`src/periph_pkg.sv`:
```
`default_nettype none

package periph_pkg;

    typedef logic [31:0] word_t;       // bus address and data
    typedef logic [1:0]  htrans_t;
    typedef logic        hresp_t;      // okay / error only on ahb-lite
    typedef logic [7:0]  seg_t;        // active low, bit 7 is the dp
    typedef logic [3:0]  hex_digit_t;
    typedef logic [2:0]  digit_idx_t;
    typedef logic [11:0] ofs_t;        // offset inside a 4 KiB region
    typedef logic [15:0] led_t;
    typedef logic [15:0] sw_t;

    localparam htrans_t HTRANS_IDLE   = 2'b00;
    localparam htrans_t HTRANS_NONSEQ = 2'b10;

    localparam hresp_t HRESP_OKAY  = 1'b0;
    localparam hresp_t HRESP_ERROR = 1'b1;

    localparam int   NUM_DIGITS = 6;
    localparam seg_t SEG_BLANK  = 8'hFF;

    // address map
    localparam word_t DTUBE_BASE  = 32'h4000_0000;
    localparam word_t GPIO_BASE   = 32'h4000_1000;
    localparam word_t REGION_MASK = 32'hFFFF_F000;

    localparam ofs_t DTUBE_HEX0_OFS = 12'h000;
    localparam ofs_t DTUBE_HEX1_OFS = 12'h004;
    localparam ofs_t DTUBE_HEX2_OFS = 12'h008;
    localparam ofs_t DTUBE_HEX3_OFS = 12'h00C;
    localparam ofs_t DTUBE_HEX4_OFS = 12'h010;
    localparam ofs_t DTUBE_HEX5_OFS = 12'h014;

    localparam ofs_t GPIO_LED_OFS = 12'h000;
    localparam ofs_t GPIO_SW_OFS  = 12'h004;

    // two-cycle error response of every slave
    typedef enum logic [1:0] {
        RESP_OK,
        RESP_ERR1,    // hready low, error
        RESP_ERR2     // hready high, error
    } resp_state_e;

    function automatic resp_state_e resp_next(input resp_state_e cur, input logic err_start);
        resp_state_e nxt;
        if (cur == RESP_ERR1) begin
            nxt = RESP_ERR2;
        end else if (err_start) begin
            nxt = RESP_ERR1;    // a new bad access may start in ERR2
        end else begin
            nxt = RESP_OK;
        end
        return nxt;
    endfunction

    function automatic logic resp_ready(input resp_state_e cur);
        return cur != RESP_ERR1;
    endfunction

    function automatic hresp_t resp_code(input resp_state_e cur);
        return (cur == RESP_OK) ? HRESP_OKAY : HRESP_ERROR;
    endfunction

endpackage

`default_nettype wire

```
`src/ahb_periph_mux.sv`:
```
`timescale 1ns/1ps
`default_nettype none

module ahb_periph_mux (
    input  wire                      clk,
    input  wire                      rst_n,
    input  wire periph_pkg::word_t   haddr,
    input  wire periph_pkg::htrans_t htrans,
    input  wire                      hready_in,
    input  wire periph_pkg::word_t   hrdata_dtube,
    input  wire periph_pkg::word_t   hrdata_gpio,
    input  wire                      hready_dtube,
    input  wire                      hready_gpio,
    input  wire periph_pkg::hresp_t  hresp_dtube,
    input  wire periph_pkg::hresp_t  hresp_gpio,
    output logic                     hsel_dtube,
    output logic                     hsel_gpio,
    output periph_pkg::word_t        hrdata,
    output logic                     hready,
    output periph_pkg::hresp_t       hresp
);

    typedef enum logic [1:0] {
        OWN_NONE,
        OWN_DTUBE,
        OWN_GPIO,
        OWN_DEF      // unmapped, default slave answers
    } owner_e;

    periph_pkg::word_t       region;
    logic                    addr_valid;
    logic                    hit_none;
    owner_e                  owner;
    periph_pkg::resp_state_e def_state;

    assign region     = haddr & periph_pkg::REGION_MASK;
    assign hsel_dtube = (region == periph_pkg::DTUBE_BASE);
    assign hsel_gpio  = (region == periph_pkg::GPIO_BASE);
    assign hit_none   = !hsel_dtube && !hsel_gpio;
    assign addr_valid = hready_in && (htrans == periph_pkg::HTRANS_NONSEQ);

    // owner only moves on when the current data phase completes
    always_ff @(posedge clk or negedge rst_n) begin
        if (!rst_n) begin
            owner <= OWN_NONE;
        end else if (hready_in) begin
            if (!addr_valid) begin
                owner <= OWN_NONE;
            end else if (hsel_dtube) begin
                owner <= OWN_DTUBE;
            end else if (hsel_gpio) begin
                owner <= OWN_GPIO;
            end else begin
                owner <= OWN_DEF;
            end
        end
    end

    always_ff @(posedge clk or negedge rst_n) begin
        if (!rst_n) begin
            def_state <= periph_pkg::RESP_OK;
        end else begin
            def_state <= periph_pkg::resp_next(def_state, addr_valid && hit_none);
        end
    end

    always_comb begin
        hrdata = '0;
        hready = 1'b1;
        hresp  = periph_pkg::HRESP_OKAY;
        case (owner)
            OWN_DTUBE: begin
                hrdata = hrdata_dtube;
                hready = hready_dtube;
                hresp  = hresp_dtube;
            end
            OWN_GPIO: begin
                hrdata = hrdata_gpio;
                hready = hready_gpio;
                hresp  = hresp_gpio;
            end
            OWN_DEF: begin
                hready = periph_pkg::resp_ready(def_state);
                hresp  = periph_pkg::resp_code(def_state);
            end
            default: ;    // idle bus
        endcase
    end

endmodule

`default_nettype wire

```
`src/dtube_ctrl.sv`:
```
`timescale 1ns/1ps
`default_nettype none

module dtube_ctrl (
    input  wire                      clk,
    input  wire                      rst_n,
    input  wire                      hsel,
    input  wire periph_pkg::word_t   haddr,
    input  wire periph_pkg::htrans_t htrans,
    input  wire                      hwrite,
    input  wire                      hready_in,
    input  wire periph_pkg::word_t   hwdata,
    output periph_pkg::word_t        hrdata,
    output logic                     hready,
    output periph_pkg::hresp_t       hresp,
    output periph_pkg::seg_t         hex0,
    output periph_pkg::seg_t         hex1,
    output periph_pkg::seg_t         hex2,
    output periph_pkg::seg_t         hex3,
    output periph_pkg::seg_t         hex4,
    output periph_pkg::seg_t         hex5
);

    periph_pkg::ofs_t                  ofs;
    logic                              acc;
    logic                              ofs_hit;
    periph_pkg::digit_idx_t            ofs_idx;
    logic                              wr_pend;
    periph_pkg::digit_idx_t            wr_idx;
    periph_pkg::hex_digit_t            digit [periph_pkg::NUM_DIGITS];
    logic [periph_pkg::NUM_DIGITS-1:0] written;   // digit blank until first write
    periph_pkg::hex_digit_t            rd_val;
    periph_pkg::seg_t                  seg [periph_pkg::NUM_DIGITS];
    periph_pkg::resp_state_e           state;

    function automatic periph_pkg::seg_t seg_encode(input periph_pkg::hex_digit_t d);
        case (d)
            4'h0: return 8'hC0;
            4'h1: return 8'hF9;
            4'h2: return 8'hA4;
            4'h3: return 8'hB0;
            4'h4: return 8'h99;
            4'h5: return 8'h92;
            4'h6: return 8'h82;
            4'h7: return 8'hF8;
            4'h8: return 8'h80;
            4'h9: return 8'h90;
            4'hA: return 8'h88;
            4'hB: return 8'h83;    // lower case b
            4'hC: return 8'hC6;
            4'hD: return 8'hA1;    // lower case d
            4'hE: return 8'h86;
            default: return 8'h8E;
        endcase
    endfunction

    assign ofs = haddr[11:0];
    assign acc = hsel && hready_in && (htrans == periph_pkg::HTRANS_NONSEQ);

    always_comb begin
        ofs_hit = 1'b1;
        ofs_idx = '0;
        case (ofs)
            periph_pkg::DTUBE_HEX0_OFS: ofs_idx = 3'd0;
            periph_pkg::DTUBE_HEX1_OFS: ofs_idx = 3'd1;
            periph_pkg::DTUBE_HEX2_OFS: ofs_idx = 3'd2;
            periph_pkg::DTUBE_HEX3_OFS: ofs_idx = 3'd3;
            periph_pkg::DTUBE_HEX4_OFS: ofs_idx = 3'd4;
            periph_pkg::DTUBE_HEX5_OFS: ofs_idx = 3'd5;
            default: ofs_hit = 1'b0;
        endcase
    end

    // address phase
    always_ff @(posedge clk or negedge rst_n) begin
        if (!rst_n) begin
            wr_pend <= 1'b0;
        end else begin
            wr_pend <= acc && hwrite && ofs_hit;
        end
    end

    always_ff @(posedge clk) begin
        if (acc) begin
            wr_idx <= ofs_idx;
        end
    end

    // data phase write
    always_ff @(posedge clk or negedge rst_n) begin
        if (!rst_n) begin
            written <= '0;
            for (int i = 0; i < periph_pkg::NUM_DIGITS; i++) begin
                digit[i] <= '0;
            end
        end else if (wr_pend) begin
            digit[wr_idx]   <= hwdata[3:0];
            written[wr_idx] <= 1'b1;
        end
    end

    always_comb begin
        rd_val = digit[ofs_idx];
        if (wr_pend && (wr_idx == ofs_idx)) begin
            rd_val = hwdata[3:0];    // write still in its data phase
        end
    end

    always_ff @(posedge clk or negedge rst_n) begin
        if (!rst_n) begin
            hrdata <= '0;
        end else if (acc && !hwrite && ofs_hit) begin
            hrdata <= periph_pkg::word_t'(rd_val);
        end else begin
            hrdata <= '0;
        end
    end

    always_ff @(posedge clk or negedge rst_n) begin
        if (!rst_n) begin
            state <= periph_pkg::RESP_OK;
        end else begin
            state <= periph_pkg::resp_next(state, acc && !ofs_hit);
        end
    end

    assign hready = periph_pkg::resp_ready(state);
    assign hresp  = periph_pkg::resp_code(state);

    always_comb begin
        for (int i = 0; i < periph_pkg::NUM_DIGITS; i++) begin
            seg[i] = written[i] ? seg_encode(digit[i]) : periph_pkg::SEG_BLANK;
        end
    end

    assign hex0 = seg[0];
    assign hex1 = seg[1];
    assign hex2 = seg[2];
    assign hex3 = seg[3];
    assign hex4 = seg[4];
    assign hex5 = seg[5];

endmodule

`default_nettype wire

```
`src/gpio_ctrl.sv`:
```
`timescale 1ns/1ps
`default_nettype none

module gpio_ctrl (
    input  wire                      clk,
    input  wire                      rst_n,
    input  wire                      hsel,
    input  wire periph_pkg::word_t   haddr,
    input  wire periph_pkg::htrans_t htrans,
    input  wire                      hwrite,
    input  wire                      hready_in,
    input  wire periph_pkg::word_t   hwdata,
    output periph_pkg::word_t        hrdata,
    output logic                     hready,
    output periph_pkg::hresp_t       hresp,
    input  wire periph_pkg::sw_t     sw,
    output periph_pkg::led_t         led
);

    periph_pkg::ofs_t        ofs;
    logic                    acc;
    logic                    led_hit;
    logic                    sw_hit;
    logic                    bad;
    logic                    wr_led;
    periph_pkg::led_t        led_fwd;
    periph_pkg::sw_t         sw_q1;
    periph_pkg::sw_t         sw_q2;
    periph_pkg::resp_state_e state;

    assign ofs     = haddr[11:0];
    assign acc     = hsel && hready_in && (htrans == periph_pkg::HTRANS_NONSEQ);
    assign led_hit = (ofs == periph_pkg::GPIO_LED_OFS);
    assign sw_hit  = (ofs == periph_pkg::GPIO_SW_OFS);
    assign bad     = !(led_hit || (sw_hit && !hwrite));    // sw is read only

    // switch synchronizer
    always_ff @(posedge clk or negedge rst_n) begin
        if (!rst_n) begin
            sw_q1 <= '0;
            sw_q2 <= '0;
        end else begin
            sw_q1 <= sw;
            sw_q2 <= sw_q1;
        end
    end

    always_ff @(posedge clk or negedge rst_n) begin
        if (!rst_n) begin
            wr_led <= 1'b0;
        end else begin
            wr_led <= acc && hwrite && led_hit;
        end
    end

    always_ff @(posedge clk or negedge rst_n) begin
        if (!rst_n) begin
            led <= '0;
        end else if (wr_led) begin
            led <= hwdata[15:0];
        end
    end

    assign led_fwd = wr_led ? hwdata[15:0] : led;    // write-then-read bypass

    always_ff @(posedge clk or negedge rst_n) begin
        if (!rst_n) begin
            hrdata <= '0;
        end else if (acc && !hwrite && led_hit) begin
            hrdata <= periph_pkg::word_t'(led_fwd);
        end else if (acc && !hwrite && sw_hit) begin
            hrdata <= periph_pkg::word_t'(sw_q2);
        end else begin
            hrdata <= '0;
        end
    end

    always_ff @(posedge clk or negedge rst_n) begin
        if (!rst_n) begin
            state <= periph_pkg::RESP_OK;
        end else begin
            state <= periph_pkg::resp_next(state, acc && bad);
        end
    end

    assign hready = periph_pkg::resp_ready(state);
    assign hresp  = periph_pkg::resp_code(state);

endmodule

`default_nettype wire

```
`src/periph_top.sv`:
```
`timescale 1ns/1ps
`default_nettype none

module periph_top (
    input  wire                      clk,
    input  wire                      rst_n,
    input  wire periph_pkg::word_t   haddr,
    input  wire periph_pkg::htrans_t htrans,
    input  wire                      hwrite,
    input  wire [2:0]                hsize,     // accepted, every access is a word
    input  wire periph_pkg::word_t   hwdata,
    input  wire periph_pkg::sw_t     sw,
    output wire periph_pkg::word_t   hrdata,
    output wire                      hready,
    output wire periph_pkg::hresp_t  hresp,
    output wire periph_pkg::seg_t    hex0,
    output wire periph_pkg::seg_t    hex1,
    output wire periph_pkg::seg_t    hex2,
    output wire periph_pkg::seg_t    hex3,
    output wire periph_pkg::seg_t    hex4,
    output wire periph_pkg::seg_t    hex5,
    output wire periph_pkg::led_t    led
);

    wire                     hsel_dtube;
    wire                     hsel_gpio;
    wire periph_pkg::word_t  hrdata_dtube;
    wire periph_pkg::word_t  hrdata_gpio;
    wire                     hready_dtube;
    wire                     hready_gpio;
    wire periph_pkg::hresp_t hresp_dtube;
    wire periph_pkg::hresp_t hresp_gpio;

    ahb_periph_mux mux_i (
        .clk          (clk),
        .rst_n        (rst_n),
        .haddr        (haddr),
        .htrans       (htrans),
        .hready_in    (hready),
        .hrdata_dtube (hrdata_dtube),
        .hrdata_gpio  (hrdata_gpio),
        .hready_dtube (hready_dtube),
        .hready_gpio  (hready_gpio),
        .hresp_dtube  (hresp_dtube),
        .hresp_gpio   (hresp_gpio),
        .hsel_dtube   (hsel_dtube),
        .hsel_gpio    (hsel_gpio),
        .hrdata       (hrdata),
        .hready       (hready),
        .hresp        (hresp)
    );

    dtube_ctrl dtube_i (
        .clk       (clk),
        .rst_n     (rst_n),
        .hsel      (hsel_dtube),
        .haddr     (haddr),
        .htrans    (htrans),
        .hwrite    (hwrite),
        .hready_in (hready),
        .hwdata    (hwdata),
        .hrdata    (hrdata_dtube),
        .hready    (hready_dtube),
        .hresp     (hresp_dtube),
        .hex0      (hex0),
        .hex1      (hex1),
        .hex2      (hex2),
        .hex3      (hex3),
        .hex4      (hex4),
        .hex5      (hex5)
    );

    gpio_ctrl gpio_i (
        .clk       (clk),
        .rst_n     (rst_n),
        .hsel      (hsel_gpio),
        .haddr     (haddr),
        .htrans    (htrans),
        .hwrite    (hwrite),
        .hready_in (hready),
        .hwdata    (hwdata),
        .hrdata    (hrdata_gpio),
        .hready    (hready_gpio),
        .hresp     (hresp_gpio),
        .sw        (sw),
        .led       (led)
    );

endmodule

`default_nettype wire

```
`config.mk`:
```
export PLATFORM = sky130hd
export DESIGN_NAME = periph_top
export DESIGN_NICKNAME = d
export VERILOG_FILES = /design/src/periph_pkg.sv /design/src/ahb_periph_mux.sv /design/src/dtube_ctrl.sv /design/src/gpio_ctrl.sv /design/src/periph_top.sv
export SDC_FILE = /design/constraint.sdc
export NUM_CORES = 1
export LEC_CHECK = 0
export CAP_MARGIN = 10
export CORE_MARGIN = 2
export CORE_UTILIZATION = 40
export CTS_BUF_LIST = sky130_fd_sc_hd__clkbuf_8
export CTS_CLUSTER_SIZE = 25
export DETAILED_ROUTE_END_ITERATION = 6
export DONT_BUFFER_PORTS = 1
export PLACE_DENSITY_LB_ADDON = 0.2
export SYNTH_ARGS = -nofsm -noshare
export SYNTH_HDL_FRONTEND = slang
export SYNTH_SLANG_ARGS = --single-unit
export TNS_END_PERCENT = 5
```
`constraint.sdc`:
```
create_clock -name clk -period 6.2 [get_ports clk]
set_clock_uncertainty 0.2 [all_clocks]
set_input_delay 1.24 -clock clk [delete_from_list [all_inputs] [get_ports clk]]
set_output_delay 1.24 -clock clk [all_outputs]
set_load 0.05 [all_outputs]
```
# Word-level counts from Yosys, hierarchy flattened
# Memories as Yosys holds them, arrays and structs flattened.
# Index checks and enable logic that the tools add are counted.
# op_classes
addsub,0
n_mul,0
div_mod_pow,0
magnitude_cmp,5
n_eq_ne,18
shifts,0
n_mux,36
bitwise_logic,3
reduce_logical,33
# op_table
cell,count
one-hot mux 32 bit (2 select lines),1
two-way mux 16 bit,3
two-way mux 8 bit,6
"== test 20 x 19 -> 1 bit, second input constant",2
bitwise mux 24 bit,1
"== test 12 x 4 -> 1 bit, second input constant",2
"== test 12 x 5 -> 1 bit, second input constant",2
logical AND 1 bit,22
two-way mux 4 bit,5
one-hot mux 3 bit (5 select lines),1
binary-select mux 4 bit (select 3 bit),1
demux 4 bit (select 3 bit),1
"== test 12 x 3 -> 1 bit, second input constant",1
zero test 12 bit,1
two-way mux 2 bit,5
two-way mux 1 bit,9
"== test 2 x 1 -> 1 bit, second input constant",4
"greater-or-equal comparator 4 bit, second input constant",2
NOT 3 -> 4 bit,2
"== test 2 bit, second input constant",3
zero test 2 bit,3
"inequality test 2 x 1 -> 1 bit, second input constant",3
OR 6 bit,1
one-hot mux 1 bit (3 select lines),2
8 further kinds,12
# word_totals
regBits,127
latchBits,0
mem_bits_rw,0
mem_bits_ro,672
inputBits,88
out_inout_bits,98
memories,6
# mem_list
name,words,word_bits,rd,rd_ports_with_merged_regs,write_ports,line_no,rtl
(name not given),16,7,1,0,0,dtube_ctrl.sv:37,case (d)
(name not given),16,7,1,0,0,dtube_ctrl.sv:37,
(name not given),16,7,1,0,0,dtube_ctrl.sv:37,
(name not given),16,7,1,0,0,dtube_ctrl.sv:37,
(name not given),16,7,1,0,0,dtube_ctrl.sv:37,
(name not given),16,7,1,0,0,dtube_ctrl.sv:37,

# Depth between registers and ports, before layout
# logic_depth
word_depth,8
ltp_mapped,9
ltp_nobuf,7

# Hierarchy
# Synthesis repeated with hierarchy kept, for this count alone.
# unflattened
hier_cells,690
hier_area_um2,6947.9
# modules_own_cells
module,n_inst,cells_each,area_each_um2,seq_area_each_um2
dtube_ctrl,1,424,3738.6,1016.0
gpio_ctrl,1,151,2361.0,1676.6
ahb_periph_mux,1,115,848.3,100.1

# Least setup slack after synthesis
# OpenSTA, ideal clock, no wires.
# synth_timing
kind,register to output
from,register mux_i.owner[0]
to,output port hready
t_arrival_ps,1903
required_time_ps,4760
slack_ps,2857
stages_incl_launch_ff,6
path_cell_list,dfrtp_1 > inv_1 > ha_1 > or3b_2 > a2111oi_0 > inv_1
# synth_via
elab_chain_len,2
elab_cells_between_ends,4
# synth_rtl
element,line_no,rtl
from (decl),ahb_periph_mux.sv:33,owner_e owner;
from (signal assigned),ahb_periph_mux.sv:45,owner <= OWN_NONE;
from (signal assigned),ahb_periph_mux.sv:48,owner <= OWN_NONE;
from (signal assigned),ahb_periph_mux.sv:50,owner <= OWN_DTUBE;
== test 2 bit or == test 2 x 1 -> 1 bit (tied branches),ahb_periph_mux.sv:71,case (owner)
one-hot mux 1 bit (3 select lines) *,ahb_periph_mux.sv:71,
to (decl),periph_top.sv:14,"output wire hready,"
# Mark *: on every way between the ends. The rest lies on a longest branch, timed or not.

# Worst setup path in the final report
# Same ends and word-level chain as after synthesis.

==> flow_summary.json <==
{
  "outcome": "finished clean",
  "root_buffer": "clkbuf_8",
  "relSlewSlack_pct": 26.0,
  "p_leak_nw": 2.78,
  "ios": 186,
  "path_clk_slew_ps": 120,
  "worstSetupEndpointType": "output pin",
  "grt_max_degree": 109,
  "grt_pass1_wl_um": 21300,
  "finalMaxSlewViolations": 0,
  "antenna_found_initial": 0,
  "dp_cells": 787,
  "final_cell_mix": "108 x dfrtp_1, 53 x nand2_1, 45 x o211ai_1, 40 x ha_1, 38 x mux2_2",
  "ys_types": 55,
  "whs_path_depth": 0,
  "clock_latency_ps": 370,
  "r2r-start": "mux_i.owner[0]$_DFFE_PN0N_",
  "initial_core_util_pct": 41.1,
  "tightest_slew_ps": 1130,
  "whs_endpoint": "gpio_i.sw_q2[9]$_DFF_PN0_",
  "drive_above_1_share_pct": 14.0,
  "post_cts_buffers": 0,
  "avgSynthCellArea_um2": 10.3,
  "fmax_mhz": 234,
  "ctsHtreeMaxLevel": 3,
  "hold_viol_final": 0,
  "drt-total-wl_um": 13400,
  "worstHoldStart": "gpio_i.sw_q1[9]$_DFF_PN0_",
  "min_period_ps": 4280,
  "fin_nets": 715,
  "min-delay-path-class": "reg -> reg",
  "die_y_um": 129,
  "cts_made_buffers": 9,
  "synth-main-ff-cell": "dfrtp_1",
  "powerDensity_nw_per_um2": 198,
  "synth_fa_ha_area_share_pct": 7.99,
  "ys_ff_latch": 111,
  "drt-initial-drc-count": 217,
  "crit_arrival_ps": 2840,
  "r2r_cells": 7,
  "synth_cells": 610,
  "crit_fanout": 20,
  "startpoint_type": "flip-flop",
  "die_w_um": 129,
  "setup_viol": 0,
  "grtUsageTotal_pct": 16.2,
  "coreArea_um2": 15300,
  "cts_tree": "done",
  "max_cap_viol_count": 0,
  "drc": 0,
  "grt-ovfl-total": 0,
  "ant_nets": 0,
  "die_area_um2": 16700,
  "r2r-end": "gpio_i.hrdata[2]$_DFF_PN0_",
  "synthArstFlopShare_pct": 97.3,
  "r2r_slack_ps": 2930,
  "synth_xor_area_share_pct": 0.140,
  "holdBufCountCts": 0,
  "synthSimpleGateAreaFrac_pct": 19.9,
  "grt_pass1_vias": 4072,
  "num_vias": 4274,
  "drt-pass1-iter-count": 5,
  "fp-row-count": 45,
  "synth_area_um2": 6270,
  "tns_ps": 0,
  "timing.final.crit_share_pct": 69.0,
  "wl_per_cell_um": 16.7,
  "irDropWorstVdd_mv": 0.138,
  "yosys_warnings": 0,
  "cts_sinks": 111,
  "final_common_cell": "dfrtp_1",
  "dp_hpwl_um": 9500,
  "synth_top_family_by_area": "simple AND/OR/NAND/NOR gates",
  "synth_edf_count": 3,
  "via_per_inst": 5.32,
  "power_mw": 1.29,
  "grt_setup_unrepaired": "no",
  "globalplace.congestion": 0.869,
  "cts_resized": 0,
  "ys_seq_area_share_pct": 44.6,
  "num_antenna_cells": 0,
  "clock_path_buffers": 2,
  "worstSetupPathType": "reg -> out",
  "cp_data_required_time_ps": 4760,
  "synth_compound_area_share_pct": 13.9,
  "muxShareOfSynthArea_pct": 7.47,
  "stdcell_count": 803,
  "port_buffers": 0,
  "area_growth_pct": 4.41
}
## how the worst max path moves through the flow
stage	start	to	cells past startpoint
6_report	mux_i.owner[0]$_DFFE_PN0N_	hready	5
5_1_grt	mux_i.owner[0]$_DFFE_PN0N_	hready	5
4_1_cts	mux_i.owner[0]$_DFFE_PN0N_	hready	5
3_5_place_dp	mux_i.owner[0]$_DFFE_PN0N_	hready	5
3_3_place_gp	mux_i.owner[0]$_DFFE_PN0N_	hready	5
2_1_floorplan	mux_i.owner[0]$_DFFE_PN0N_	hready	5
## layout make-up
type	instances	area, µm²
fillers	1451	8720
multi-input cells	445	3180
clock inverters	7	96.3
flip-flops and latches	111	2790
clock buffers	9	124
inverters	17	63.8
well taps	211	264
repair buffers	3	22.5
## stage by stage
step / hold WS (ps) / instance area (µm²) / setup WS [ps] / util, %
3_3_place_gp: 131 / 6320 / 2330 / 41.4
2_1_floorplan: 131 / 6340 / 2860 / -
4_1_cts: 154 / 6540 / 1890 / 42.9
5_1_grt: 160 / 6540 / 1790 / 42.9
3_5_place_dp: 135 / 6320 / 2340 / 41.4
6_report: 153 / 6540 / 1920 / 42.9
## cells in the mapped netlist, types with 4 or more instances
| library cell | instances | area share (%) |
|---|---|---|
| nor3_1 | 13 | 1.0 |
| o221ai_1 | 9 | 1.3 |
| ha_1 | 40 | 8.0 |
| nor4_1 | 4 | 0.40 |
| mux2i_1 | 4 | 0.64 |
| inv_1 | 17 | 1.0 |
| nor3_2 | 10 | 1.6 |
| nand2_1 | 53 | 3.2 |
| nor2b_1 | 34 | 3.4 |
| nor3b_1 | 6 | 0.72 |
| o211ai_1 | 45 | 5.4 |
| and2_1 | 15 | 1.5 |
| or2_2 | 9 | 0.90 |
| o21a_1 | 12 | 1.4 |
| nor2_1 | 19 | 1.1 |
| mux2_2 | 38 | 6.8 |
| nand3_1 | 17 | 1.4 |
| a211oi_1 | 4 | 0.48 |
| a21oi_1 | 13 | 1.0 |
| nand2b_1 | 18 | 1.8 |
| clkbuf_1 | 27 | 1.6 |
| o21ai_0 | 17 | 1.4 |
| o22ai_1 | 4 | 0.40 |
| buf_4 | 22 | 2.6 |
| nor4b_1 | 4 | 0.56 |
| a22oi_1 | 5 | 0.60 |
| buf_1 | 6 | 0.36 |
| dfrtp_1 | 108 | 43 |
## power breakdown
part	internal, mW	switching (mW)
clock	0.200	0.264
sequential	0.740	0.0118
combinational	0.0235	0.0528
## worst max-delay path, stage by stage (launching register included)
cell,delay [ps]
dfrtp_1,390
inv_1,90
ha_1,440
or3b_2,560
a2111oi_0,570
inv_1,420
## sequential cells by signal (all words and copies together), names as in the netlist
name             cells
dtube_i.digit       24
gpio_i.hrdata       16
gpio_i.led          16
gpio_i.sw_q1        16
gpio_i.sw_q2        16
dtube_i.written      6
dtube_i.hrdata       4
dtube_i.wr_idx       3
dtube_i.state        2
gpio_i.state         2
mux_i.def_state      2
mux_i.owner          2
dtube_i.wr_pend      1
gpio_i.wr_led        1
## kinds of logic (layout without fill, tap and decap cells)
group	after synthesis	in the layout
AO/OA/AOI/OAI	123	123
XOR/XNOR	1	1
AND/OR/NAND/NOR	217	217
adder cells (fa/ha/maj)	40	40
other	2	22
flip-flops	111	111
buffers and inverters	74	36
multiplexers	42	42
## metal layers
layer,part of all wire (%),vias to the layer above,track usage (%)
met5,0,-,0
met4,1.7,0,5.82
met3,5.2,18,3.92
met2,47,114,25.1
met1,46,2076,22.3
li1,-,2066,-
Note: power is estimated with default switching activity, not from simulation.
